## config.mk

```make
export PLATFORM = sky130hd
export DESIGN_NAME = vfb_scanout
export DESIGN_NICKNAME = d
export VERILOG_FILES = /design/src/hw/vfb_video_pkg.sv /design/src/hw/vfb_scanout.sv
export VERILOG_INCLUDE_DIRS = /design/src /design/src/include
export SDC_FILE = /design/constraint.sdc
export NUM_CORES = 1
export LEC_CHECK = 0
export ABC_AREA = 1
export BUFFER_PORTS_ARGS = -buffer_cell sky130_fd_sc_hd__buf_2
export CAP_MARGIN = 20
export CORE_MARGIN = 2
export CORE_UTILIZATION = 50
export DETAILED_ROUTE_END_ITERATION = 7
export MAX_ROUTING_LAYER = met4
export PLACE_DENSITY = 0.85
export SETUP_SLACK_MARGIN = 0.5
export SLEW_MARGIN = 10
export SYNTH_ARGS = -nofsm -noshare
export SYNTH_HDL_FRONTEND = slang
export SYNTH_SLANG_ARGS = --single-unit
```

## constraint.sdc

```tcl
create_clock -name clk -period 2.8 [get_ports clk]
set_input_delay 0.56 -clock clk [delete_from_list [all_inputs] [get_ports clk]]
set_output_delay 0.56 -clock clk [all_outputs]
set_load 0.02 [all_outputs]
```

## src/include/vfb_defs.svh

```systemverilog
// video frame buffer parameters
`ifndef VFB_DEFS_SVH
`define VFB_DEFS_SVH

////////////////////////////////////////
// raster geometry in pixel clocks
////////////////////////////////////////
`define VFB_H_ACTIVE     64
`define VFB_H_TOTAL      80
`define VFB_V_ACTIVE     48
`define VFB_V_TOTAL      52
// sync windows, start inclusive and end exclusive
`define VFB_HSYNC_START  68
`define VFB_HSYNC_END    72
`define VFB_VSYNC_START  49
`define VFB_VSYNC_END    50

////////////////////////////////////////
// frame ram and display pipe
////////////////////////////////////////
// four 8-bit pixels per word, 64x48 active
`define VFB_WORDS        768
`define VFB_ADDR_W       10
// raster position to pixel at the output pins
`define VFB_PIPE_LAT     3

////////////////////////////////////////
// host register map
////////////////////////////////////////
// byte addresses, buffer word i sits at base + 4i up to 13'h13fc
`define VFB_AXI_ADDR_W   13
`define VFB_REG_CTRL     13'h0000
`define VFB_FB_BASE      13'h0800

`endif

```

## src/hw/vfb_video_pkg.sv

```systemverilog
// raster and pixel types
`include "vfb_defs.svh"

package vfb_video_pkg;

   // column and line counters sized for 80x52 total
   typedef logic [6:0] hpos_t;
   typedef logic [5:0] vpos_t;

   // 8-bit grey level
   typedef logic [7:0] pixel_t;

   // current scan position plus sync and blank, 16 bits
   typedef struct packed {
      hpos_t hpos;
      vpos_t vpos;
      logic  hsync;
      logic  vsync;
      logic  blank;
   } raster_t;

   // host sees a raw word, scan-out sees four pixels
   // pix[k] is column 4w+k of word w
   typedef union packed {
      logic [31:0]      raw;
      pixel_t [3:0]     pix;
   } vram_word_u;

   // what leaves the chip, 11 bits
   typedef struct packed {
      pixel_t pixel;
      logic   hsync;
      logic   vsync;
      logic   blank;
   } video_out_t;

   // single ram port request, 43 bits
   typedef struct packed {
      logic                   we;
      logic [`VFB_ADDR_W-1:0] addr;
      vram_word_u             data;
   } ram_req_t;

endpackage

```

## src/hw/vfb_scanout.sv

```systemverilog
// display scan-out pipeline
`timescale 1ns/10ps
`include "vfb_defs.svh"

module vfb_scanout
(
   input  logic                       clk,
   input  logic                       arst_n,
   input  vfb_video_pkg::raster_t     raster,
   input  logic                       bars,
   input  vfb_video_pkg::vram_word_u  rdata,
   output logic [`VFB_ADDR_W-1:0]     rd_addr,
   output vfb_video_pkg::video_out_t  video
);

   // reset value of the delay line, blanked with syncs idle
   localparam vfb_video_pkg::raster_t RASTER_IDLE = '{
      hpos  : '0,
      vpos  : '0,
      hsync : 1'b0,
      vsync : 1'b0,
      blank : 1'b1
   };

   vfb_video_pkg::raster_t     ras_d1;
   vfb_video_pkg::raster_t     ras_d2;
   vfb_video_pkg::vram_word_u  word_q;
   vfb_video_pkg::vram_word_u  cur_word;
   vfb_video_pkg::pixel_t      pix_sel;
   vfb_video_pkg::pixel_t      pix_q;

   ////////////////////////////////////////
   // read address
   ////////////////////////////////////////
   // word = line*16 + column/4, constant over the four phases
   // blank cycles point at word 0 so the ram stays in range
   assign rd_addr = raster.blank ? '0 : {raster.vpos, raster.hpos[5:2]};

   ////////////////////////////////////////
   // raster delay line
   ////////////////////////////////////////
   // d1 lines up with the ram output, d2 with pix_q
   always_ff @(posedge clk or negedge arst_n)
   begin
      if (!arst_n)
      begin
         ras_d1 <= RASTER_IDLE;
         ras_d2 <= RASTER_IDLE;
      end
      else
      begin
         ras_d1 <= raster;
         ras_d2 <= ras_d1;
      end
   end

   ////////////////////////////////////////
   // pixel select
   ////////////////////////////////////////
   // the word read at phase 0 is fresh on rdata for one clock
   // later phases use the held copy since phase 2 may be a write
   assign cur_word = (ras_d1.hpos[1:0] == 2'd0) ? rdata : word_q;

   always_comb
   begin
      if (bars)
         // vertical bars straight from the column, never stored
         pix_sel = {ras_d1.hpos[5:3], 5'b00000};
      else
         pix_sel = cur_word.pix[ras_d1.hpos[1:0]];
   end

   // stage 1, hold the word and register the chosen pixel
   always_ff @(posedge clk)
   begin
      if (ras_d1.hpos[1:0] == 2'd0)
         word_q <= rdata;
      pix_q <= pix_sel;
   end

   // stage 2, output register with blanking applied
   always_ff @(posedge clk or negedge arst_n)
   begin
      if (!arst_n)
      begin
         video.pixel <= '0;
         video.hsync <= 1'b0;
         video.vsync <= 1'b0;
         video.blank <= 1'b1;
      end
      else
      begin
         video.pixel <= ras_d2.blank ? '0 : pix_q;
         video.hsync <= ras_d2.hsync;
         video.vsync <= ras_d2.vsync;
         video.blank <= ras_d2.blank;
      end
   end

endmodule

```

==> metrics, run 1 <==
total power 2.05 mW; Worst path slowest cell dfrtp_1; global-route wire length before repair 7910 um; pwr/cell area between 700 and 800 nW/um^2; post-layout minimum cycle time between 1.5 and 2 ns; starting density of the core 0.510; WHS 0.158 ns; initial antenna violation count 0; CTS Buf Count 9; DP HPWL 3350 um; Critical Path, Cell by Cell nor2_8 > nand2_1 > nand3_1 > nand2_1 > nand2_1 > nand2_1 > nand2_1; final WL approximately 4700 um; relative slew slack 0.522; post-synth top area cell dfxtp_1; hold_buf cts 0; CTS tree built; Max Clk Rate about 550 MHz; Psw approximately 0.56 mW; post-CTS setup buffers 0; R2R Path Start ras_d1[9]; Layout Nets about 400; Setup Crit Path Kind reg2reg; Slowest Stage Delay on Critical Path 0.64 ns; Via density around 4.8; clock latency on the worst-skew pair ~0.34 ns; fin cells 404; die height roughly 73 um; Core Region ~4600 um^2; DR iter-0 viols about 120; drt pass-1 iters 4; Crit. End Element flip-flop; Synth Register Bits 62; Avg WL per Cell around 12 um; Worst R2R Setup Slack a little under 1 ns; port bufs 70; crit-path max FO 53; share of the synthesized area in the top cell type 0.339; Slew Limit Fails 0; count of different cell masters after synthesis 22; clk slew on worst S/H paths roughly 0.080 ns; area grow syn2layout 21.6%; CTS Buffer Depth 2; total track usage 0.206; FF-to-FF End pix_q[6]; post-CTS sizing 0; DIE AREA between 5000 and 6000 um^2; outcome finished, final reports clean; largest net degree at the start of global routing between 50 and 60; CTS sink count 62; clock skew between 0.007 and 0.008 ns; Hold Vio Cnt, Final 0; Final Wtd Congestion slightly below 0.8; Die W 72.7 um; min setup slack post-route about 0.98 ns; Ports 72; share of the yosys chip area belonging to registers 0.574; syn_nets about 330; Hold Path Class in2async; most used cell, CP nand2_1; vias in the first global route 1894; placed inst area about 2700 um^2; Worst setup SP type flip-flop; CP required roughly 3 ns; setup_tns 0 ns; Setup Viol. Count Final 0; Worst Max-Slew Pin Slew 0.717 ns; worst slack, placed 0.980 ns; Synth area leaders dfxtp_1, dfrtp_1, nand2_1; share of layout cells above drive strength 1 0.297; R2R cell count 7; mean post-synth cell area between 8 and 9 um^2; FP Rows 25; Post-DRT Antenna Nets 0; most common library cell in the layout ignoring fill and taps nand2_1; CP arrival 2.11 ns; clk root buf clkbuf_8; VDD IR max about 0.00041 V; Sw Share 0.273; Final period util 0.651; vias 1929; final core occ 0.620; Clock power frac 0.390; commonest cells after routing, fill and taps aside nand2_1, buf_2, inv_1, dfxtp_1, o21ai_0; RSZ-0062 raised after global routing false; synth warn 0; post-route cell area 2870 um^2; ant diodes 0; combinational power share 0.118; max_cap viols 0; internal cell power 1.49 mW; H-tree Lvls 3; Gate Count Post-Synth 278; Leak between 1.5 and 2 nW; Reg power frac 0.493; Placed Cells around 390; Netlist Area Pre-Place 2360 um^2; DRC Markers 0; total gr overflow 0
-- power by group through the flow --
stage | Sequential [mW] | Clock (mW) | Combinational (mW)
after CTS | 1.01 | 0.810 | 0.244
final | 1.01 | 0.800 | 0.242
after global placement | 1.03 | 0 | 0.231
after detailed placement | 1.03 | 0 | 0.242
after global routing | 1.02 | 0.845 | 0.280
after floorplan | 1.03 | 0 | 0.161
-- registers in the layout, summed over array words and instances (netlist names) --
name / flops
ras_d1: 8
pix_q: 8
word_q: 32
video: 11
ras_d2: 3
-- synthesized netlist by cell type --
master and instances:
a21oi_1 20, a21oi_2 1, buf_1 1, buf_12 1
buf_2 3, buf_4 2, buf_6 3, buf_8 1
clkbuf_1 3, dfrtp_1 19, dfstp_2 3, dfxtp_1 40
inv_1 40, inv_2 1, inv_4 1, nand2_1 72
nand2_2 11, nand3_1 11, nor2_1 18, nor2_8 1
o211ai_1 5, o21ai_0 21
-- worst max path at each step --
stage | to | start | depth (start not counted)
floorplan | rd_addr[0] | raster[0] | 2
global placement | pix_q[7] | ras_d1[9] | 7
detailed placement | pix_q[6] | ras_d1[9] | 7
CTS | pix_q[0] | ras_d1[9] | 5
global route | pix_q[6] | ras_d1[9] | 7
finish | pix_q[6] | ras_d1[9] | 7
-- critical path, delay by kind of cell (launching register included) --
kind             cells  cell delay [ns]
and+or+nand+nor      7             1.14
DFF                  1             0.64
-- routing by layer --
metal	wire length, um	GRT usage
met5	0	-
met4	106	0.0967
met3	258	0.0649
met2	2410	0.347
met1	1950	0.219
-- cell type report --
type                            count  area, um^2
Multi-Input combinational cell    160         733
Clock buffer                        9         124
Inverter                           42         160
Sequential cell                    62        1360
Timing Repair Buffer               70         350
Fill cell                         431        1760
Clock inverter                      7        81.3
Tap cell                           54        67.6
-- kinds of logic (layout without fill, tap and decap cells) --
kind of cell	after synthesis	count (layout)	synth area share
and+or+nand+nor	113	113	0.204
AOI/OAI and AO/OA	47	47	0.106
buffers and inverters	56	128	0.116
DFF	62	62	0.574
Power figures use the tool's default switching activity.
==> run 2, diff against run 1 <==
Settings changed: CORE_UTILIZATION 50 to 45, PLACE_DENSITY 0.85 to 0.81.
Clock period 2.8 ns to 1.54 ns, I/O delays scaled along.
==> run 2 against run 1 <==
Non-clock buffer count increased by 31. Sequential share of layout area decreased by 11 points. Cell count increased by 12%. Sequential power increased by 83%. Die area increased by 10%. Worst setup slack got worse by 0.76 ns.
==> metrics, run 2 (synthesis gave the netlist of run 1 again) <==
outcome finished, final reports clean; largest reg by FF count word_q; total gr overflow 0 (unchanged); pwr/cell area 1040 nW/um^2 (+45%); Worst Max-Slew Pin Slew 0.468 ns (-0.249 ns); clock skew 0.0118 ns (+0.00425 ns); DRC Markers 0 (unchanged); fill cell count 320 (-26%); VDD IR max 0.000728 V (+76%); Via density 4.93 (+3.3%); Worst R2R Setup Slack 0.22 ns (-0.76 ns); Critical Path, Cell by Cell nor2_8 > buf_12 > buf_12 > nand2_4 > nand3_2 > nand2_1 > nand2_1 > nand2_1 > nand2_1; Sw Share 0.304 (+0.0309); setup_tns 0 ns (unchanged); CTS tree built; Clock power frac 0.326 (-0.064); Avg WL per Cell 15.6 um (+33%); Worst Setup EP pix_q[5]; area grow syn2layout 60.4%; H-tree Lvls 3 (unchanged); initial antenna violation count 0 (unchanged); ant diodes 0 (unchanged); crit-path max FO 5 (-91%); RSZ-0062 raised after global routing true; most used cell, CP nand2_1; area of the multi-input gates 1070 um^2 (+46%); max reg flops 32 (unchanged); port bufs 70 (unchanged); R2R cell count 9 (+2); Largest regs word_q x32, video x11; max_cap viols 0 (unchanged); clock latency on the worst-skew pair 0.35 ns (about the same); CP arrival 1.61 ns (-0.50 ns); Core Region 5070 um^2 (+9.6%); most common library cell in the layout ignoring fill and taps buf_2; Die W 76.5 um (+5.1%); Max Clk Rate 758 MHz (+38%); global-route wire length before repair 9870 um (+25%); Reg power frac 0.471 (-0.022); CTS sink count 62 (unchanged); internal cell power 2.74 mW (+83%); Crit. End Element flip-flop; Final period util 0.856 (+0.206); starting density of the core 0.465 (-0.0448); relative slew slack 0.688 (+0.166); CP required 1.84 ns (-1.25 ns); Post-DRT Antenna Nets 0 (unchanged); worst slack, placed 0.225 ns (-0.756 ns); vias 2229 (+16%); area occupied by registers 1360 um^2 (+0.18%); post-layout minimum cycle time 1.32 ns (-0.503 ns); R2R Path Start ras_d1[10]; WHS 0.0627 ns (-0.0955 ns); die height 76.5 um (+5.1%); Leak 1.92 nW (+26%); min setup slack post-route 0.221 ns (-0.757 ns); FF-to-FF End pix_q[5]; Hold Vio Cnt, Final 0 (unchanged); Worst path slowest cell dfrtp_2; FP Rows 26 (+4.0%); Worst setup SP type flip-flop; CTS Buf Count 9 (unchanged); CTS Buffer Depth 2 (unchanged); Layout Nets 428 (+8.1%); Hold Path Class in2reg; Setup Viol. Count Final 0 (unchanged); Worst setup startpoint ras_d1[10]; total track usage 0.224 (+0.0181); combinational power share 0.203 (+0.085); Ports 72 (unchanged); largest net degree at the start of global routing 23 (-57%); clk root buf clkbuf_8; DIE AREA 5850 um^2 (+10%); drt pass-1 iters 4 (unchanged); Psw 1.20 mW (+110%); vias in the first global route 2133 (+13%); final WL 7040 um (+49%); DR iter-0 viols 189 (+62%); DP HPWL 3300 um (-1.6%); Slew Limit Fails 0 (unchanged); Slowest Stage Delay on Critical Path 0.48 ns (-0.16 ns); commonest cells after routing, fill and taps aside buf_2, inv_1, dfxtp_1, nand2_1, nand2_2; clk slew on worst S/H paths 0.07 ns (about the same); share of layout cells above drive strength 1 0.524 (+0.226); Final Wtd Congestion 0.816 (+2.8%); Setup Crit Path Kind reg2reg
## run 2: changes by cell type in the layout (fill, tap and decap cells not counted), moves of 8 or more
cell and change:
nor2_1 -8, nand2_1 -33, o21ai_0 -21, nand2_2 +15, buf_6 +23, buf_2 -19, nand2_4 +17, buf_4 +13
o21ai_2 +15
## run 2: worst min path at each step
| stage | start | cells after the start | slack, ns | end |
|---|---|---|---|---|
| final | raster[1] | 1 | 0.06 | ras_d1[1] |
| after global routing | raster[1] | 1 | 0.05 | ras_d1[1] |
| after CTS | raster[2] | 1 | 0.06 | ras_d1[2] |
| after detailed placement | arst_n | 1 | 0.29 | video[2] |
| after global placement | arst_n | 1 | 0.28 | video[1] |
| after floorplan | arst_n | 0 | 0.01 | ras_d1[10] |
## run 2: routing by layer
metal,share of wire,GRT usage
met1,0.38,0.246
met2,0.55,0.382
met3,0.054,0.0687
met4,0.015,0.0836
met5,0,-
## run 2: per-stage QoR
| step | instances | power [mW] | area (um^2) | utilization |
|---|---|---|---|---|
| final | 452 | 3.93 | 3790 | 0.747 |
| after global routing | 452 | 4.10 | 3790 | 0.747 |
| after CTS | 447 | 3.77 | 3500 | 0.691 |
| after detailed placement | 410 | 2.34 | 2800 | 0.551 |
| after global placement | 410 | 2.32 | 2800 | 0.551 |
| after floorplan | 278 | 2.18 | 2420 | - |
## run 2: critical path: cells and delay by family (launching register included)
kind          cells  cell delay [ns]
buf+inv           2             0.25
flops             1             0.48
simple gates      7             0.54
## run 2: final cells by class
type,instances,share of cell area
clock buffer,9,0.0327
clock inverter,7,0.0132
inverter,42,0.0442
multi-input combinational,161,0.283
sequential,62,0.358
tap,70,0.0231
timing repair buffer,101,0.246
## run 2: power by group through the flow
stage | registers [mW] | logic [mW] | clock network (mW)
after detailed placement | 1.87 | 0.476 | 0
after floorplan | 1.87 | 0.309 | 0
after global placement | 1.86 | 0.462 | 0
final | 1.85 | 0.799 | 1.28
after global routing | 1.86 | 0.863 | 1.38
after CTS | 1.84 | 0.652 | 1.28
## run 2: timing repair
action                                  in CTS  in global routing
resized for setup                           82                 70
buffers inserted                            12                  4
endpoints found under the setup margin      53                 55
hold buffers                                 1                  0
endpoints found under the hold margin       19                  0
pin swaps                                   13                  9
cloned                                       8                  1
