==> src/include/vfb_defs.svh <==
// video frame buffer parameters
`ifndef VFB_DEFS_SVH
`define VFB_DEFS_SVH

////////////////////////////////////////
// raster geometry in pixel clocks
////////////////////////////////////////
`define VFB_H_ACTIVE     64
`define VFB_H_TOTAL      80
`define VFB_V_ACTIVE     48
`define VFB_V_TOTAL      52
// sync windows, start inclusive and end exclusive
`define VFB_HSYNC_START  68
`define VFB_HSYNC_END    72
`define VFB_VSYNC_START  49
`define VFB_VSYNC_END    50

////////////////////////////////////////
// frame ram and display pipe
////////////////////////////////////////
// four 8-bit pixels per word, 64x48 active
`define VFB_WORDS        768
`define VFB_ADDR_W       10
// raster position to pixel at the output pins
`define VFB_PIPE_LAT     3

////////////////////////////////////////
// host register map
////////////////////////////////////////
// byte addresses, buffer word i sits at base + 4i up to 13'h13fc
`define VFB_AXI_ADDR_W   13
`define VFB_REG_CTRL     13'h0000
`define VFB_FB_BASE      13'h0800

`endif

==> src/hw/vfb_video_pkg.sv <==
// raster and pixel types
`include "vfb_defs.svh"

package vfb_video_pkg;

   // column and line counters sized for 80x52 total
   typedef logic [6:0] hpos_t;
   typedef logic [5:0] vpos_t;

   // 8-bit grey level
   typedef logic [7:0] pixel_t;

   // current scan position plus sync and blank, 16 bits
   typedef struct packed {
      hpos_t hpos;
      vpos_t vpos;
      logic  hsync;
      logic  vsync;
      logic  blank;
   } raster_t;

   // host sees a raw word, scan-out sees four pixels
   // pix[k] is column 4w+k of word w
   typedef union packed {
      logic [31:0]      raw;
      pixel_t [3:0]     pix;
   } vram_word_u;

   // what leaves the chip, 11 bits
   typedef struct packed {
      pixel_t pixel;
      logic   hsync;
      logic   vsync;
      logic   blank;
   } video_out_t;

   // single ram port request, 43 bits
   typedef struct packed {
      logic                   we;
      logic [`VFB_ADDR_W-1:0] addr;
      vram_word_u             data;
   } ram_req_t;

endpackage

==> src/hw/vfb_bus_pkg.sv <==
// axi4-lite and register types
`include "vfb_defs.svh"

package vfb_bus_pkg;

   // response codes used by this slave
   typedef enum logic [1:0] {
      OKAY   = 2'b00,
      SLVERR = 2'b10
   } resp_t;

   ////////////////////////////////////////
   // individual channels
   ////////////////////////////////////////
   typedef struct packed {
      logic                       valid;
      logic [`VFB_AXI_ADDR_W-1:0] addr;
   } axil_aw_t;

   typedef struct packed {
      logic        valid;
      logic [31:0] data;
      logic [3:0]  strb;
   } axil_w_t;

   typedef struct packed {
      logic  valid;
      resp_t resp;
   } axil_b_t;

   typedef struct packed {
      logic                       valid;
      logic [`VFB_AXI_ADDR_W-1:0] addr;
   } axil_ar_t;

   typedef struct packed {
      logic        valid;
      logic [31:0] data;
      resp_t       resp;
   } axil_r_t;

   ////////////////////////////////////////
   // bundles per direction
   ////////////////////////////////////////
   // master to slave
   typedef struct packed {
      axil_aw_t aw;
      axil_w_t  w;
      axil_ar_t ar;
      logic     bready;
      logic     rready;
   } axil_req_t;

   // slave to master
   typedef struct packed {
      logic    awready;
      logic    wready;
      logic    arready;
      axil_b_t b;
      axil_r_t r;
   } axil_rsp_t;

   // control register, bit 0 is bars
   typedef struct packed {
      logic fill_period;
      logic fill;
      logic bars;
   } ctrl_reg_t;

endpackage

==> src/hw/vfb_ctrl.sv <==
// host interface and ram arbiter
`timescale 1ns/10ps
`include "vfb_defs.svh"

module vfb_ctrl
(
   input  logic                       clk,
   input  logic                       arst_n,
   input  vfb_bus_pkg::axil_req_t     axil_req,
   output vfb_bus_pkg::axil_rsp_t     axil_rsp,
   input  vfb_video_pkg::raster_t     raster,
   input  logic [`VFB_ADDR_W-1:0]     rd_addr,
   input  logic [`VFB_ADDR_W-1:0]     pat_addr,
   input  vfb_video_pkg::vram_word_u  pat_word,
   output logic                       pat_step,
   output vfb_bus_pkg::ctrl_reg_t     ctrl,
   output vfb_video_pkg::ram_req_t    ram_req
);

   // write channel state
   logic                        aw_got;
   logic                        w_got;
   logic [`VFB_AXI_ADDR_W-1:0]  aw_addr_q;
   logic [31:0]                 w_data_q;
   logic [3:0]                  w_strb_q;
   logic                        bvalid;
   vfb_bus_pkg::resp_t          bresp;
   // read channel state
   logic                        rvalid;
   logic [31:0]                 rdata_q;
   vfb_bus_pkg::resp_t          rresp;
   // one buffer word waiting for a ram slot
   logic                        pend_valid;
   logic [`VFB_ADDR_W-1:0]      pend_addr;
   vfb_video_pkg::vram_word_u   pend_data;
   // handshakes and decode
   logic                        aw_fire;
   logic                        w_fire;
   logic                        ar_fire;
   logic                        have_aw;
   logic                        have_w;
   logic [`VFB_AXI_ADDR_W-1:0]  wr_addr;
   logic [31:0]                 wr_data;
   logic [3:0]                  wr_strb;
   logic [`VFB_AXI_ADDR_W-1:0]  fb_off;
   logic                        in_win;
   logic                        host_slot;
   logic                        host_we;

   ////////////////////////////////////////
   // axi4-lite responses
   ////////////////////////////////////////
   always_comb
   begin
      // no new write until the current one has its B handshake
      axil_rsp.awready = !aw_got && !pend_valid && !bvalid;
      axil_rsp.wready  = !w_got && !pend_valid && !bvalid;
      axil_rsp.arready = !rvalid;
      axil_rsp.b.valid = bvalid;
      axil_rsp.b.resp  = bresp;
      axil_rsp.r.valid = rvalid;
      axil_rsp.r.data  = rdata_q;
      axil_rsp.r.resp  = rresp;
   end

   assign aw_fire = axil_req.aw.valid && axil_rsp.awready;
   assign w_fire  = axil_req.w.valid && axil_rsp.wready;
   assign ar_fire = axil_req.ar.valid && axil_rsp.arready;

   // AW and W may come in either order, decode once both are in
   assign have_aw = aw_got || aw_fire;
   assign have_w  = w_got || w_fire;
   assign wr_addr = aw_got ? aw_addr_q : axil_req.aw.addr;
   assign wr_data = w_got ? w_data_q : axil_req.w.data;
   assign wr_strb = w_got ? w_strb_q : axil_req.w.strb;

   // byte offset into the buffer window
   assign fb_off = wr_addr - `VFB_FB_BASE;
   assign in_win = (wr_addr >= `VFB_FB_BASE) && (fb_off < 4 * `VFB_WORDS);

   // capture whichever half arrives first
   always_ff @(posedge clk)
   begin
      if (aw_fire)
         aw_addr_q <= axil_req.aw.addr;
      if (w_fire)
      begin
         w_data_q <= axil_req.w.data;
         w_strb_q <= axil_req.w.strb;
      end
      if (have_aw && have_w)
      begin
         pend_addr <= fb_off[`VFB_ADDR_W+1:2];
         pend_data <= wr_data;
      end
   end

   ////////////////////////////////////////
   // write FSM and control register
   ////////////////////////////////////////
   always_ff @(posedge clk or negedge arst_n)
   begin
      if (!arst_n)
      begin
         aw_got     <= 1'b0;
         w_got      <= 1'b0;
         pend_valid <= 1'b0;
         bvalid     <= 1'b0;
         bresp      <= vfb_bus_pkg::OKAY;
         ctrl       <= '0;
      end
      else
      begin
         if (have_aw && have_w)
         begin
            aw_got <= 1'b0;
            w_got  <= 1'b0;
            if (wr_addr == `VFB_REG_CTRL)
            begin
               ctrl   <= wr_data[2:0];
               bvalid <= 1'b1;
               bresp  <= vfb_bus_pkg::OKAY;
            end
            else if (in_win && (wr_strb == 4'hf))
            begin
               // B waits until the word is in the ram
               pend_valid <= 1'b1;
            end
            else
            begin
               bvalid <= 1'b1;
               bresp  <= vfb_bus_pkg::SLVERR;
            end
         end
         else
         begin
            if (aw_fire)
               aw_got <= 1'b1;
            if (w_fire)
               w_got <= 1'b1;
         end
         if (host_we)
         begin
            pend_valid <= 1'b0;
            bvalid     <= 1'b1;
            bresp      <= vfb_bus_pkg::OKAY;
         end
         if (bvalid && axil_req.bready)
            bvalid <= 1'b0;
      end
   end

   ////////////////////////////////////////
   // read FSM
   ////////////////////////////////////////
   // only the control register is readable, the ram port belongs to the display
   always_ff @(posedge clk or negedge arst_n)
   begin
      if (!arst_n)
      begin
         rvalid  <= 1'b0;
         rdata_q <= '0;
         rresp   <= vfb_bus_pkg::OKAY;
      end
      else if (ar_fire)
      begin
         rvalid <= 1'b1;
         if (axil_req.ar.addr == `VFB_REG_CTRL)
         begin
            rdata_q <= {29'b0, ctrl};
            rresp   <= vfb_bus_pkg::OKAY;
         end
         else
         begin
            rdata_q <= '0;
            rresp   <= vfb_bus_pkg::SLVERR;
         end
      end
      else if (rvalid && axil_req.rready)
      begin
         rvalid <= 1'b0;
      end
   end

   ////////////////////////////////////////
   // ram port arbitration
   ////////////////////////////////////////
   // fill mode owns every blank cycle, host falls back to phase 2
   assign pat_step  = ctrl.fill && raster.blank;
   assign host_slot = ctrl.fill ? ((raster.hpos[1:0] == 2'd2) && !raster.blank)
                                : ((raster.hpos[1:0] == 2'd2) || raster.blank);
   assign host_we   = pend_valid && host_slot;

   always_comb
   begin
      ram_req.data = pend_data;
      if (pat_step)
      begin
         ram_req.we   = 1'b1;
         ram_req.addr = pat_addr;
         ram_req.data = pat_word;
      end
      else if (host_we)
      begin
         ram_req.we   = 1'b1;
         ram_req.addr = pend_addr;
      end
      else
      begin
         // idle slots read for scan-out
         ram_req.we   = 1'b0;
         ram_req.addr = rd_addr;
      end
   end

endmodule

==> config.mk <==
export PLATFORM = sky130hd
export DESIGN_NAME = vfb_ctrl
export DESIGN_NICKNAME = d
export VERILOG_FILES = /design/src/hw/vfb_video_pkg.sv /design/src/hw/vfb_bus_pkg.sv /design/src/hw/vfb_ctrl.sv
export VERILOG_INCLUDE_DIRS = /design/src /design/src/include
export SDC_FILE = /design/constraint.sdc
export NUM_CORES = 1
export LEC_CHECK = 0
export BUFFER_PORTS_ARGS = -buffer_cell sky130_fd_sc_hd__buf_4
export CORE_MARGIN = 10
export CORE_UTILIZATION = 35
export DETAILED_ROUTE_END_ITERATION = 16
export SLEW_MARGIN = 20
export SYNTH_ARGS = -nofsm -noshare
export SYNTH_HDL_FRONTEND = slang
export SYNTH_SLANG_ARGS = --single-unit
==> constraint.sdc <==
create_clock -name clk -period 2.6 [get_ports clk]
set_input_delay 0 -clock clk [delete_from_list [all_inputs] [get_ports clk]]
set_output_delay 0 -clock clk [all_outputs]
set_load 0.05 [all_outputs]
==> impl_metrics.json <==
{
  "status": "completed",
  "core_mm2": 0.0138,
  "synth_compound_area_share_pct": 4.88,
  "cts_setup_buffers": 0,
  "post_dp_cell_area_mm2": 0.00631,
  "tightest_slew_ns": 0.741,
  "finalCritPeriodShare_pct": 79.9,
  "dpl.hpwl_mm": 9.38,
  "post-route-min-period_ns": 2.08,
  "gr-total-overflow": 0,
  "p_leak_uw": 0.00291,
  "p_per_area_mw_per_mm2": 887,
  "place.gp.congestion": 0.781,
  "synth-simple-area-share_pct": 6.27,
  "yosysSeqAreaShare_pct": 62.8,
  "cap_violations": 0,
  "reg2reg_depth": 8,
  "port_buffers": 180,
  "rsz0062_at_grt": "no",
  "htree_levels": 3,
  "clkLatencyLatePin_ns": 0.35,
  "grt_max_degree": 39,
  "p_clk_share_pct": 21.7,
  "pwr-share-comb_pct": 38.7,
  "power_switching_uw": 2350,
  "setup_viol": 0,
  "cts_sinks": 104,
  "crit_required_ns": 2.60,
  "worstHoldPathType": "in -> async",
  "rows": 43,
  "syn_area_mm2": 0.00487,
  "internal-power_uw": 3980,
  "vias": 3407,
  "nets": 694,
  "final_common_cell": "buf_4",
  "ys_types": 45,
  "cp-end-kind": "primary output",
  "finClkSkew_ns": 0.00638,
  "vias_per_cell": 4.60,
  "synth_top_family_by_area": "multiplexers",
  "wl_mm": 12.9,
  "relSlewSlack_pct": 50.6,
  "grt_pass1_wl_mm": 19.4,
  "max_freq_mhz": 482,
  "die_width_um": 138,
  "final_cell_mix": "buf_4 (185), edfxtp_1 (91), mux2_2 (73)",
  "avgRoutedWirePerCell_um": 17.4,
  "drive_above_1_share_pct": 51.8,
  "cp_max_fo": 25,
  "post_synth_fa_ha_maj_area_fraction_pct": 0.514,
  "final-hold-violation-count": 0,
  "first_pass_iters": 4,
  "synth_xor_area_share_pct": 0,
  "ys_warn_count": 0,
  "ios": 225,
  "fin_area_mm2": 0.00714,
  "p_seq_share_pct": 39.7,
  "die-area_mm2": 0.0190,
  "synth-seq-cells": 104,
  "cts_buffers": 9,
  "r2r_end": "bresp[1]",
  "die_h_um": 138,
  "path_class": "reg -> out",
  "drtAntennaViolNets": 0,
  "first_global_vias": 3734,
  "cts_root_buffer": "clkbuf_16",
  "max-vdd-ir-drop_v": 0.000857,
  "drc_errors": 0,
  "antenna_found_initial": 1,
  "tns_ns": 0,
  "syn_inst": 322,
  "clkTransAtPathRegs_ns": 0.07,
  "cts_resized": 0,
  "cts_tree": "yes",
  "muxShareOfSynthArea_pct": 18.5,
  "r2r_slack_ns": 0.63,
  "slew_violations": 0,
  "switching_share_pct": 37.2,
  "grt_usage_pct": 13.2,
  "nFillCells": 1187,
  "regToRegStartpoint": "aw_got",
  "clockBufferDepth": 2,
  "critPathLaunchType": "flop",
  "worstPathArrival_ns": 2.08,
  "area_delta_synth_final_pct": 46.5,
  "drt_iter0_markers": 114,
  "syn_area_per_cell_um2": 15.1,
  "initial_core_util_pct": 35.4
}
-- sequential cells by signal, summed over array words and instances (netlist names) --
register,flops
aw_addr_q,13
aw_got,1
bresp,1
bvalid,1
ctrl,3
pend_addr,10
pend_data,32
pend_valid,1
rdata_q,3
rresp,1
rvalid,1
w_data_q,32
w_got,1
w_strb_q,4
-- power groups by stage --
| stage | Sequential [uW] | Clock, uW | Combinational [uW] |
|---|---|---|---|
| 6_report | 2510 | 1370 | 2450 |
| 5_1_grt | 2560 | 1480 | 2610 |
| 4_1_cts | 2520 | 1420 | 2480 |
| 3_5_place_dp | 2550 | 0 | 2420 |
| 3_3_place_gp | 2540 | 0 | 2390 |
| 2_1_floorplan | 2490 | 0 | 1750 |
-- kinds of logic after synthesis --
| family | after synthesis |
|---|---|
| compound gates | 31 |
| simple gates | 54 |
| flops | 104 |
| fa+ha+maj | 2 |
| buf+inv | 52 |
| other cells | 1 |
| mux | 78 |
-- through the flow --
stage,hold slack [ns],util (%),instances,setup WS (ns),power (uW)
5_1_grt,0.0405,51.8,741,0.376,6640
6_report,0.0289,51.8,741,0.524,6330
4_1_cts,0.0127,51.8,740,0.481,6420
3_3_place_gp,-0.145,45.8,672,0.662,4930
3_5_place_dp,-0.142,45.8,672,0.602,4960
2_1_floorplan,-0.296,-,352,0.0833,4240
-- synthesized netlist by cell type, drive strengths merged --
master / count / area, um^2
a22oi: 10 / 75.1
conb: 1 / 3.75
o21a: 1 / 7.51
nor2: 4 / 22.5
or3: 1 / 6.26
o31a: 1 / 8.76
nand2b: 1 / 6.26
nor3: 7 / 35.0
o21ai: 2 / 10.0
mux2i: 2 / 32.5
nand2: 24 / 92.6
a311oi: 1 / 8.76
inv: 6 / 22.5
dfrtp: 13 / 325
nor4b: 1 / 23.8
nand4: 3 / 18.8
clkbuf: 2 / 7.51
a22o: 3 / 26.3
a2bb2oi: 1 / 8.76
a21oi: 4 / 23.8
mux2: 76 / 867
a221oi: 1 / 15.0
a2111oi: 1 / 8.76
and4: 1 / 8.76
nor4: 5 / 37.5
o31ai: 1 / 7.51
a211oi: 1 / 7.51
o22ai: 1 / 6.26
edfxtp: 91 / 2730
ha: 2 / 25.0
nand3: 2 / 22.5
and2: 5 / 31.3
o2bb2ai: 1 / 8.76
buf: 44 / 312
a41oi: 1 / 8.76
a31oi: 1 / 6.26
-- worst max-delay path by stage --
| stage | start | end | cells past startpoint |
|---|---|---|---|
| after global routing | ctrl[1] | ram_req[35] | 5 |
| after global placement | aw_got | bresp[1] | 8 |
| after floorplan | aw_got | aw_addr_q[0] | 3 |
| after detailed placement | aw_got | bresp[1] | 8 |
| after CTS | ctrl[1] | ram_req[35] | 5 |
| final | ctrl[1] | ram_req[21] | 4 |
-- critical path, stage by stage, from the launching register on --
cell	delay (ns)
dfrtp_1	0.42
and2_2	0.49
buf_12	0.24
mux2_2	0.36
buf_4	0.19
-- metal layers --
metal | GRT usage, % | share of wire (%) | routed length, um
met2 | 23.1 | 51 | 6510
met5 | 0 | 0 | 0
met1 | 14.4 | 38 | 4900
met3 | 4.46 | 9.9 | 1270
met4 | 4.87 | 1.5 | 197
-- timing repair --
item	4_1_cts	5_1_grt
hold buffers	52	0
endpoints found under the hold margin	105	0
endpoints found under the setup margin	0	0
-- area by class of cell --
cell class / instances / area, um^2 / area share (%)
flip-flops and latches: 104 / 3060 / 42.9
repair buffers: 238 / 1930 / 27.0
multi-input cells: 196 / 1590 / 22.3
clock buffers: 9 / 225 / 3.16
well taps: 180 / 225 / 3.16
clock inverters: 7 / 81.3 / 1.14
inverters: 6 / 22.5 / 0.316
diodes: 1 / 2.50 / 0.0351
Power figures use the tool's default switching activity.
