File: config.mk
export PLATFORM = sky130hd
export DESIGN_NAME = vfb_pattern_gen
export DESIGN_NICKNAME = d
export VERILOG_FILES = /design/src/hw/vfb_video_pkg.sv /design/src/hw/vfb_pattern_gen.sv
export VERILOG_INCLUDE_DIRS = /design/src /design/src/include
export SDC_FILE = /design/constraint.sdc
export NUM_CORES = 1
export LEC_CHECK = 0
export BUFFER_PORTS_ARGS = -buffer_cell sky130_fd_sc_hd__buf_2
export CAP_MARGIN = 10
export CORE_MARGIN = 5
export CORE_UTILIZATION = 40
export CTS_CLUSTER_DIAMETER = 50
export DETAILED_ROUTE_END_ITERATION = 12
export GPL_TIMING_DRIVEN = 0
export PLACE_DENSITY = 0.71
export SLEW_MARGIN = 15
export SYNTH_ARGS = -nofsm -noshare
export SYNTH_HDL_FRONTEND = slang
export SYNTH_SLANG_ARGS = --single-unit
export TNS_END_PERCENT = 5
File: constraint.sdc
create_clock -name clk -period 2.25 [get_ports clk]
set_input_delay 0.1125 -clock clk [delete_from_list [all_inputs] [get_ports clk]]
set_output_delay 0.1125 -clock clk [all_outputs]
set_load 0.02 [all_outputs]
File: src/include/vfb_defs.svh
// video frame buffer parameters
`ifndef VFB_DEFS_SVH
`define VFB_DEFS_SVH

////////////////////////////////////////
// raster geometry in pixel clocks
////////////////////////////////////////
`define VFB_H_ACTIVE     64
`define VFB_H_TOTAL      80
`define VFB_V_ACTIVE     48
`define VFB_V_TOTAL      52
// sync windows, start inclusive and end exclusive
`define VFB_HSYNC_START  68
`define VFB_HSYNC_END    72
`define VFB_VSYNC_START  49
`define VFB_VSYNC_END    50

////////////////////////////////////////
// frame ram and display pipe
////////////////////////////////////////
// four 8-bit pixels per word, 64x48 active
`define VFB_WORDS        768
`define VFB_ADDR_W       10
// raster position to pixel at the output pins
`define VFB_PIPE_LAT     3

////////////////////////////////////////
// host register map
////////////////////////////////////////
// byte addresses, buffer word i sits at base + 4i up to 13'h13fc
`define VFB_AXI_ADDR_W   13
`define VFB_REG_CTRL     13'h0000
`define VFB_FB_BASE      13'h0800

`endif

File: src/hw/vfb_video_pkg.sv
// raster and pixel types
`include "vfb_defs.svh"

package vfb_video_pkg;

   // column and line counters sized for 80x52 total
   typedef logic [6:0] hpos_t;
   typedef logic [5:0] vpos_t;

   // 8-bit grey level
   typedef logic [7:0] pixel_t;

   // current scan position plus sync and blank, 16 bits
   typedef struct packed {
      hpos_t hpos;
      vpos_t vpos;
      logic  hsync;
      logic  vsync;
      logic  blank;
   } raster_t;

   // host sees a raw word, scan-out sees four pixels
   // pix[k] is column 4w+k of word w
   typedef union packed {
      logic [31:0]      raw;
      pixel_t [3:0]     pix;
   } vram_word_u;

   // what leaves the chip, 11 bits
   typedef struct packed {
      pixel_t pixel;
      logic   hsync;
      logic   vsync;
      logic   blank;
   } video_out_t;

   // single ram port request, 43 bits
   typedef struct packed {
      logic                   we;
      logic [`VFB_ADDR_W-1:0] addr;
      vram_word_u             data;
   } ram_req_t;

endpackage

File: src/hw/vfb_pattern_gen.sv
// test pattern word generator
`timescale 1ns/10ps
`include "vfb_defs.svh"

module vfb_pattern_gen
(
   input  logic                      clk,
   input  logic                      arst_n,
   input  logic                      pat_step,
   input  logic                      fill_period,
   output logic [`VFB_ADDR_W-1:0]    pat_addr,
   output vfb_video_pkg::vram_word_u pat_word
);

   localparam logic [`VFB_ADDR_W-1:0] LAST_ADDR = `VFB_WORDS - 1;

   vfb_video_pkg::pixel_t stripe;

   // walk the whole buffer, one word per granted slot
   always_ff @(posedge clk or negedge arst_n)
   begin
      if (!arst_n)
         pat_addr <= '0;
      else if (pat_step)
         pat_addr <= (pat_addr == LAST_ADDR) ? '0 : pat_addr + 1'b1;
   end

   // stripe level from the address, wider stripes with fill_period
   always_comb
   begin
      if (fill_period)
         stripe = {pat_addr[7:4], 4'b0000};
      else
         stripe = {pat_addr[6:3], 4'b0000};
      // same level in all four pixels of the word
      pat_word.raw = {4{stripe}};
   end

endmodule

==> results of run 1 <==
worst max-delay path, stage by stage (launching register included):
cell and delay, ps:
dfrtp_1 440, ha_1 250, nand3_1 130, nor3_1 190, mux2_2 360
cells by family (layout without fill, tap and decap cells):
kind of cell	count (synthesis)	count (layout)	share of synthesized area
XOR/XNOR	4	4	0.0464
flip-flops	10	10	0.332
AO/OA/AOI/OAI	9	9	0.0697
AND/OR/NAND/NOR	21	21	0.156
buffers and inverters	32	64	0.300
adder cells (fa/ha/maj)	1	1	0.0166
multiplexers	5	5	0.0746
other	1	16	0.00497
worst paths after layout:
kind | from | to | slack, ps | depth (start not counted)
setup / recovery | pat_addr[1] | pat_addr[8] | 780 | 4
setup reg to reg | pat_addr[1] | pat_addr[8] | 780 | 4
hold / removal | pat_step | pat_addr[1] | 160 | 2
max in group asynchronous | arst_n | pat_addr[9] | 1810 | 2
min in group asynchronous | arst_n | pat_addr[3] | 250 | 2
hold reg to reg | pat_addr[6] | pat_addr[6] | 580 | 1
routing by layer:
metal	GRT usage	routed length, um	up-vias
li1	-	-	336
met1	0.136	658	283
met2	0.204	760	37
met3	0.0338	193	2
met4	0.0383	15	0
met5	0	0	-
area by class of cell:
cell class	count	area, um^2	area share
Sequential cell	10	250	0.247
Buffer	29	215	0.212
Timing Repair Buffer	29	150	0.148
Clock buffer	3	22.5	0.0222
Tap cell	25	31.3	0.0308
Multi-Input combinational cell	56	334	0.329
Inverter	3	11.3	0.0111
report_power, final:
part / internal, uW / switching, uW
Sequential: 224 / 79.2
Clock: 61.7 / 59.0
Combinational: 235 / 321
Total: 521 / 459
per-stage QoR:
| stage | cells | power (uW) | setup WS (ps) | area [um^2] |
|---|---|---|---|---|
| after detailed placement | 151 | 866 | 792 | 982 |
| after CTS | 155 | 988 | 783 | 1010 |
| after global placement | 151 | 848 | 811 | 982 |
| final | 155 | 980 | 776 | 1010 |
| after global routing | 155 | 1040 | 673 | 1010 |
| after floorplan | 98 | 700 | 779 | 811 |
cell usage in the layout (no fill, tap or decap), types with 2 or more instances in the layout:
master     n
a21oi_1    3
buf_2     29
buf_4     28
clkbuf_4   3
conb_1    16
dfrtp_1   10
inv_1      3
mux2_2     5
nand2_1    4
nand3_1    3
nand4_1    3
nor2_1     3
nor3_1     3
o21ai_0    3
xnor2_1    2
xor2_1     2
==> out/metrics.cfg, run 1 <==
[clock_network]
path_clk_slew_ps = 60
htree_levels = 1
cts.sinks = 10
cts_made_buffers = 3
max-clock-path-buffers = 2
clockRootBuffer = clkbuf_4
insertion_delay_ps = 260
post_cts.repair.setup_buffers = 0
cts_tree = built
ctsResizeCount = 0
hold_buffers = 1

[power]
ir_worst_vdd_mv = 0.432
leakage_uw = 0.000587
p_per_area_nw_per_um2 = 966

[timing]
hold_viol_final = 0
setup-tns-final_ps = 0
clock.fmax_ghz = 0.678
fin_crit_sh = 0.655
fin_skew_ps = 3.35
slew_viol_final = 0
period_minus_slack_ps = 1470
setup_viol = 0
rsz0062_at_grt = no
fin_hold_ws_ps = 158

[yosys]
synth-edff-count = 0
synth-async-reset-ratio = 1.00
syn_avg_cell_area_um2 = 9.09
yosysSeqAreaShare = 0.332
synth_cells = 83
synth_seq_cells = 10
synthTopCellsByArea = dfrtp_1 33%, buf_4 28%, mux2_2 7.5%
synth_top_area_share = 0.332
synthFlopType = dfrtp_1
synth_top_area_cell = dfrtp_1
ys_types = 24
synth_commonest_cells = 28 x buf_4, 10 x dfrtp_1, 5 x mux2_2, 4 x nand2_1
synth_area_um2 = 754
synth.most_common_cell = buf_4
yosysWarnings = 0

[floorplan]
core_um2 = 1760
die_height_um = 53.4
ios = 46
fp-row-count = 15
die_x_um = 53.4
dieArea_um2 = 2850
start_util = 0.428

[finish]
synthToLayoutAreaGrowth_pct = 34.5
top_regs = pat_addr: 10 flops
largest_register_ffs = 10
antenna-diode-count = 0
drive_above_1_share = 0.515
largest_register = pat_addr
post-route-util = 0.575
nets = 137
n_fill_cell = 182

[detailed_routing]
firstDrtPassIters = 4
drtIter0Drc = 6
antenna_left = 0
routed-via-count = 658
routed_via_density = 4.25
wirelength_um = 1630
wl_per_cell_um = 10.5
drcViolationCount = 0

[setup_path]
end_kind = flop
criticalPathCategory = flop to flop
startpoint_type = flop
worstPathMaxFanout = 6
arrival_ps = 1620
required_ps = 2400

[global_routing]
grt-ovfl-total = 0
grt_pass1_vias = 568
grt_use_total = 0.117
antenna_found_initial = 0
grt_pass1_wl_um = 2480
grt_max_degree = 11

[run_status]
status = finished clean

[min_path]
worstHoldPathType = input port to flop

[run]
drv_cap = 0

[placed_design]
hpwlAfterDp_um = 1350
port_buffers = 28
globalplace.congestion = 0.682

Note: power is estimated with default switching activity, not from simulation.
==> inputs of run 2 (changes only) <==
Clock period 2.25 ns to 1.4 ns, I/O delays scaled along.
==> run 2 against run 1 <==
- sequential share of layout area down 1.8 points
- register-to-register slack worse by 740 ps
- combinational power up 92%
- via count up 2.9%
- total power up 82%
- setup slack worse by 750 ps
- critical endpoint is now pat_word[12]
- utilization up 7.0 points
==> out/metrics.cfg, run 2 (same netlist as run 1, synthesis figures left out) <==
[global_routing]
antenna_found_initial = 0  ; unchanged
grt-ovfl-total = 0  ; unchanged
grt_max_degree = 11  ; unchanged
grt_pass1_vias = 611  ; was 568
grt_pass1_wl_um = 2570  ; was 2480 um
grt_use_total = 0.124  ; was 0.117

[timing]
fin_crit_sh = 0.978
rsz0062_at_grt = yes  ; was no
fin_hold_ws_ps = 109  ; was 158 ps
setup_viol = 0  ; unchanged
clock.fmax_ghz = 0.730
fin_skew_ps = 7.22  ; was 3.35 ps
slew_viol_final = 0  ; unchanged
hold_viol_final = 0  ; unchanged
period_minus_slack_ps = 1370

[finish]
final_common_cell = buf_4  ; was buf_2
mostFrequentLayoutCells = 29 x buf_4, 20 x buf_2, 16 x conb_1  ; was 29 x buf_2, 28 x buf_4, 16 x conb_1
synthToLayoutAreaGrowth_pct = 50.7  ; was 34.5%
largest_register_ffs = 10  ; unchanged
drive_above_1_share = 0.626  ; was 0.515
antenna-diode-count = 0  ; unchanged
top_regs = pat_addr: 10 flops  ; unchanged
instances_no_fill = 156  ; was 155
largest_register = pat_addr  ; unchanged
nets = 138  ; was 137

[setup_path]
crit-reg2reg-launch = pat_addr[4]  ; was pat_addr[1]
r2r_end = pat_addr[9]  ; was pat_addr[8]
worstPathMaxFanout = 6  ; unchanged
r2r_slack_ps = 40  ; was 780 ps
worst_r2r_path_depth = 3  ; was 4
startpoint_type = flop  ; unchanged
arrival_ps = 1300  ; was 1620 ps
criticalPathCategory = flop to output pin  ; was flop to flop
required_ps = 1330  ; was 2400 ps
end_kind = output pin  ; was flop

[placed_design]
port_buffers = 28  ; unchanged
dp_cells = 151  ; unchanged
globalplace.congestion = 0.760  ; was 0.682
hpwlAfterDp_um = 1250  ; was 1350 um

[min_path]
min-delay-start = pat_step  ; unchanged
whs_path_depth = 2  ; unchanged
worstHoldPathType = input port to flop  ; unchanged
min_to = pat_addr[1]  ; unchanged

[detailed_routing]
firstDrtPassIters = 4  ; unchanged
antenna_left = 0  ; unchanged
routed_via_density = 4.34  ; was 4.25
wirelength_um = 1790  ; was 1630 um
wl_per_cell_um = 11.5  ; was 10.5 um
drcViolationCount = 0  ; unchanged
routed-via-count = 677  ; was 658
drtIter0Drc = 10  ; was 6

[clock_network]
clockRootBuffer = clkbuf_4  ; unchanged
htree_levels = 1  ; unchanged
max-clock-path-buffers = 2  ; unchanged
cts_tree = built  ; unchanged
cts_made_buffers = 3  ; unchanged
cts.sinks = 10  ; unchanged
insertion_delay_ps = 260  ; about the same
path_clk_slew_ps = 70  ; was 60 ps

[power]
p_per_area_nw_per_um2 = 1570  ; was 966 nW/um^2
seqPwrFrac = 0.291  ; was 0.310
p_clk_frac = 0.109  ; was 0.123
ir_worst_vdd_mv = 0.806  ; was 0.432 mV
fin_total_pwr_uw = 1790  ; was 980 uW
leakage_uw = 0.000599  ; was 0.000587 uW
comb_power_share = 0.599  ; was 0.567
intPower_uw = 993  ; was 521 uW
switching_share = 0.445  ; was 0.468
switching_power_uw = 795  ; was 459 uW

[floorplan]
die_x_um = 53.4  ; unchanged
fp-row-count = 15  ; unchanged
core_um2 = 1760  ; unchanged
die_height_um = 53.4  ; unchanged
start_util = 0.428  ; unchanged
ios = 46  ; unchanged
dieArea_um2 = 2850  ; unchanged

[run]
drv_cap = 0  ; unchanged

[run_status]
status = finished clean  ; unchanged

-- run 2: changes by cell type in the layout (fill, tap and decap cells not counted), moves of 2 or more --
cell     previous run  this run
dfrtp_1            10         2
buf_2              29        20
dfrtp_2             0         8
nor3_2              0         2
mux2_2              5         1
mux2_4              0         4
nor3_1              3         1
buf_6               0         9
-- run 2: layout make-up --
type / instances / area (um^2)
Clock buffer: 3 / 22.5
Timing Repair Buffer: 30 / 214
Multi-Input combinational cell: 56 / 383
Buffer: 29 / 215
Sequential cell: 10 / 260
Inverter: 3 / 11.3
Tap cell: 25 / 31.3
Fill cell: 156 / 627
-- run 2: routing by layer --
layer  part of all wire  GRT usage  up-vias
met4              0.015     0.0809        0
met3               0.11     0.0394        4
met2               0.51      0.202       41
met1               0.37      0.137      296
met5                  0          0        -
li1                   -          -      336
-- run 2: stage by stage --
stage          worst slack, ps  setup TNS (ps)  instance area [um^2]   util
2_1_floorplan            -26.8           -26.8                   813      -
3_3_place_gp             -6.53           -6.53                   985  0.558
3_5_place_dp             -46.7           -73.2                   985  0.558
4_1_cts                   10.0               0                  1050  0.593
5_1_grt                  -17.2           -70.6                  1140  0.645
6_report                  30.4               0                  1140  0.645
-- run 2: worst max path at each step --
stage	slack, ps	end	start	cells past startpoint
floorplan	-30	pat_addr[9]	pat_addr[2]	3
global placement	-7	pat_addr[8]	pat_addr[0]	4
detailed placement	-50	pat_addr[9]	pat_addr[4]	3
CTS	10	pat_word[21]	pat_addr[4]	3
global route	-20	pat_addr[9]	pat_addr[0]	3
finish	30	pat_word[12]	pat_addr[3]	3
-- run 2: what timing repair did --
action | CTS | global route
endpoints found under the setup margin | 3 | 17
setup buffers | 1 | 0
resized for setup | 7 | 28
hold buffers | 1 | 0
endpoints found under the hold margin | 10 | 0
-- run 2: power by group through the flow --
| stage | combinational (uW) | clock (uW) | sequential (uW) |
|---|---|---|---|
| detailed placement | 891 | 0 | 494 |
| global route | 1150 | 214 | 542 |
| global placement | 878 | 0 | 488 |
| CTS | 918 | 197 | 513 |
| finish | 1070 | 195 | 521 |
| floorplan | 567 | 0 | 562 |
-- run 2: worst max-delay path, cell delays in order, from the launching register on --
cell and delay (ps):
dfrtp_2 460, mux2_4 300, buf_4 130, buf_2 150
==> inputs of run 3 (changes only) <==
Settings changed: RECOVER_POWER set to 100.
==> run 3 against run 2 <==
- worst hold slack about the same
- final cell count unchanged
- register-to-register slack about the same
- non-clock buffer count unchanged
- largest power group unchanged
- die area unchanged
- design area down 0.22%
- total power about the same
- routed wire length down 0.28%
- via count up 0.89%
==> out/metrics.cfg, run 3 (same netlist as run 1, synthesis figures left out) <==
[run_status]
status = finished clean  ; unchanged

[timing]
slew_viol_final = 0  ; unchanged
hold_viol_final = 0  ; unchanged
tightest_slew_ps = 532
clock.fmax_ghz = 0.730  ; about the same
rsz0062_at_grt = yes  ; unchanged
fin_skew_ps = 7.20  ; was 7.22 ps
fin_ws_ps = 30.3  ; was 30.4 ps
setup-tns-final_ps = 0  ; unchanged
fin_crit_sh = 0.978  ; about the same
relSlewSlack = 0.645
period_minus_slack_ps = 1370  ; about the same
setup_viol = 0  ; unchanged
fin_hold_ws_ps = 109  ; about the same

[setup_path]
cpMaxStageDelayCell = dfrtp_2  ; unchanged
end_kind = output pin  ; unchanged
critPathLaunch = pat_addr[3]  ; unchanged
cpPeakStageDelay_ps = 460  ; about the same
criticalPathCategory = flop to output pin  ; unchanged
startpoint_type = flop  ; unchanged
r2r_end = pat_addr[9]  ; unchanged
crit_chain = mux2_4, buf_4, buf_2  ; unchanged
cp.depth = 3  ; unchanged
critical-path-top-delay-family = flip-flops  ; unchanged
worstPathMaxFanout = 6  ; unchanged
required_ps = 1330  ; about the same
crit-reg2reg-launch = pat_addr[4]  ; unchanged
worst_r2r_path_depth = 3  ; unchanged
crit_path_end = pat_word[12]  ; unchanged
worstPathBufferInverterCount = 2  ; unchanged
r2r_slack_ps = 30  ; was 40 ps
arrival_ps = 1300  ; about the same

[floorplan]
dieArea_um2 = 2850  ; unchanged
start_util = 0.428  ; unchanged
core_um2 = 1760  ; unchanged
ios = 46  ; unchanged
die_x_um = 53.4  ; unchanged
fp-row-count = 15  ; unchanged
die_height_um = 53.4  ; unchanged

[min_path]
worstHoldPathType = input port to flop  ; unchanged

[power]
p_per_area_nw_per_um2 = 1570  ; about the same
leakage_uw = 0.000592  ; was 0.000599 uW
ir_worst_vdd_mv = 0.806  ; about the same

[finish]
nets = 138  ; unchanged
final_common_cell = buf_4  ; unchanged
largest_register_ffs = 10  ; unchanged
top_regs = pat_addr: 10 flops  ; unchanged
mostFrequentLayoutCells = 29 x buf_4, 18 x buf_2, 16 x conb_1  ; was 29 x buf_4, 20 x buf_2, 16 x conb_1
antenna-diode-count = 0  ; unchanged
largest_register = pat_addr  ; unchanged
drive_above_1_share = 0.611  ; was 0.626
synthToLayoutAreaGrowth_pct = 50.4  ; was 50.7%
stdcell_area_um2 = 1130  ; was 1140 um^2

[detailed_routing]
wl_per_cell_um = 11.4  ; was 11.5 um
drtIter0Drc = 11  ; was 10
drcViolationCount = 0  ; unchanged
antenna_left = 0  ; unchanged
routed-via-count = 683  ; was 677
routed_via_density = 4.38  ; was 4.34
firstDrtPassIters = 4  ; unchanged
wirelength_um = 1780  ; was 1790 um

[placed_design]
post-place-ws_ps = -46.7  ; unchanged
port_buffers = 28  ; unchanged
globalplace.congestion = 0.760  ; unchanged
dpl_cell_area_um2 = 985  ; unchanged
hpwlAfterDp_um = 1250  ; unchanged

[clock_network]
max-clock-path-buffers = 2  ; unchanged
cts.sinks = 10  ; unchanged
clockRootBuffer = clkbuf_4  ; unchanged
cts_tree = built  ; unchanged
htree_levels = 1  ; unchanged
insertion_delay_ps = 260  ; about the same
path_clk_slew_ps = 70  ; about the same
cts_made_buffers = 3  ; unchanged

[global_routing]
grt-ovfl-total = 0  ; unchanged
grt_max_degree = 11  ; unchanged
grt_use_total = 0.124  ; unchanged
grt_pass1_wl_um = 2570  ; unchanged
grt_pass1_vias = 611  ; unchanged
antenna_found_initial = 0  ; unchanged

[run]
drv_cap = 0  ; unchanged

-- run 3: cell types whose count changed in the layout (fill, tap and decap cells not counted) --
cell and delta:
buf_2 -2, clkbuf_1 +2
-- run 3: final cells by class --
| cell class | instances | area [um^2] |
|---|---|---|
| timing repair buffer | 30 | 211 |
| multi-input combinational | 56 | 383 |
| fill | 157 | 629 |
| sequential | 10 | 260 |
| clock buffer | 3 | 22.5 |
| buffer | 29 | 215 |
| inverter | 3 | 11.3 |
| tap | 25 | 31.3 |
-- run 3: report_power, final --
group,switching [uW],total (uW),internal (uW)
sequential,146,521,375
clock,95.8,195,99.1
combinational,553,1070,518
total,795,1790,992
-- run 3: stage by stage --
stage | util | power (uW) | cells
after floorplan | - | 1130 | 98
after global routing | 0.643 | 1910 | 156
after CTS | 0.593 | 1630 | 156
after global placement | 0.558 | 1370 | 151
final | 0.643 | 1790 | 156
after detailed placement | 0.558 | 1380 | 151
-- run 3: what timing repair did --
item,CTS,global route
hold endpoints to repair,10,0
hold buffers,1,0
resized for setup,7,28
endpoints found under the setup margin,3,17
setup buffers,1,0
-- run 3: how the worst min path moves through the flow --
stage / start / end / cells after the start
finish: pat_step / pat_addr[1] / 2
global route: pat_step / pat_addr[1] / 2
CTS: pat_step / pat_addr[1] / 2
detailed placement: arst_n / pat_addr[9] / 1
global placement: arst_n / pat_addr[9] / 1
floorplan: arst_n / pat_addr[0] / 0
-- run 3: worst register-to-register path: cells and delay by family, from the launching register on --
family	cells	cell delay [ps]
AOI/OAI and AO/OA	1	150
and+or+nand+nor	2	690
DFF	1	440
-- run 3: layer usage --
| metal | share of wire | track usage | wire, um | vias to the layer above |
|---|---|---|---|---|
| met2 | 0.50 | 0.202 | 894 | 41 |
| li1 | - | - | - | 338 |
| met5 | 0 | 0 | 0 | - |
| met4 | 0.015 | 0.0809 | 26 | 0 |
| met1 | 0.38 | 0.137 | 672 | 300 |
| met3 | 0.11 | 0.0394 | 189 | 4 |
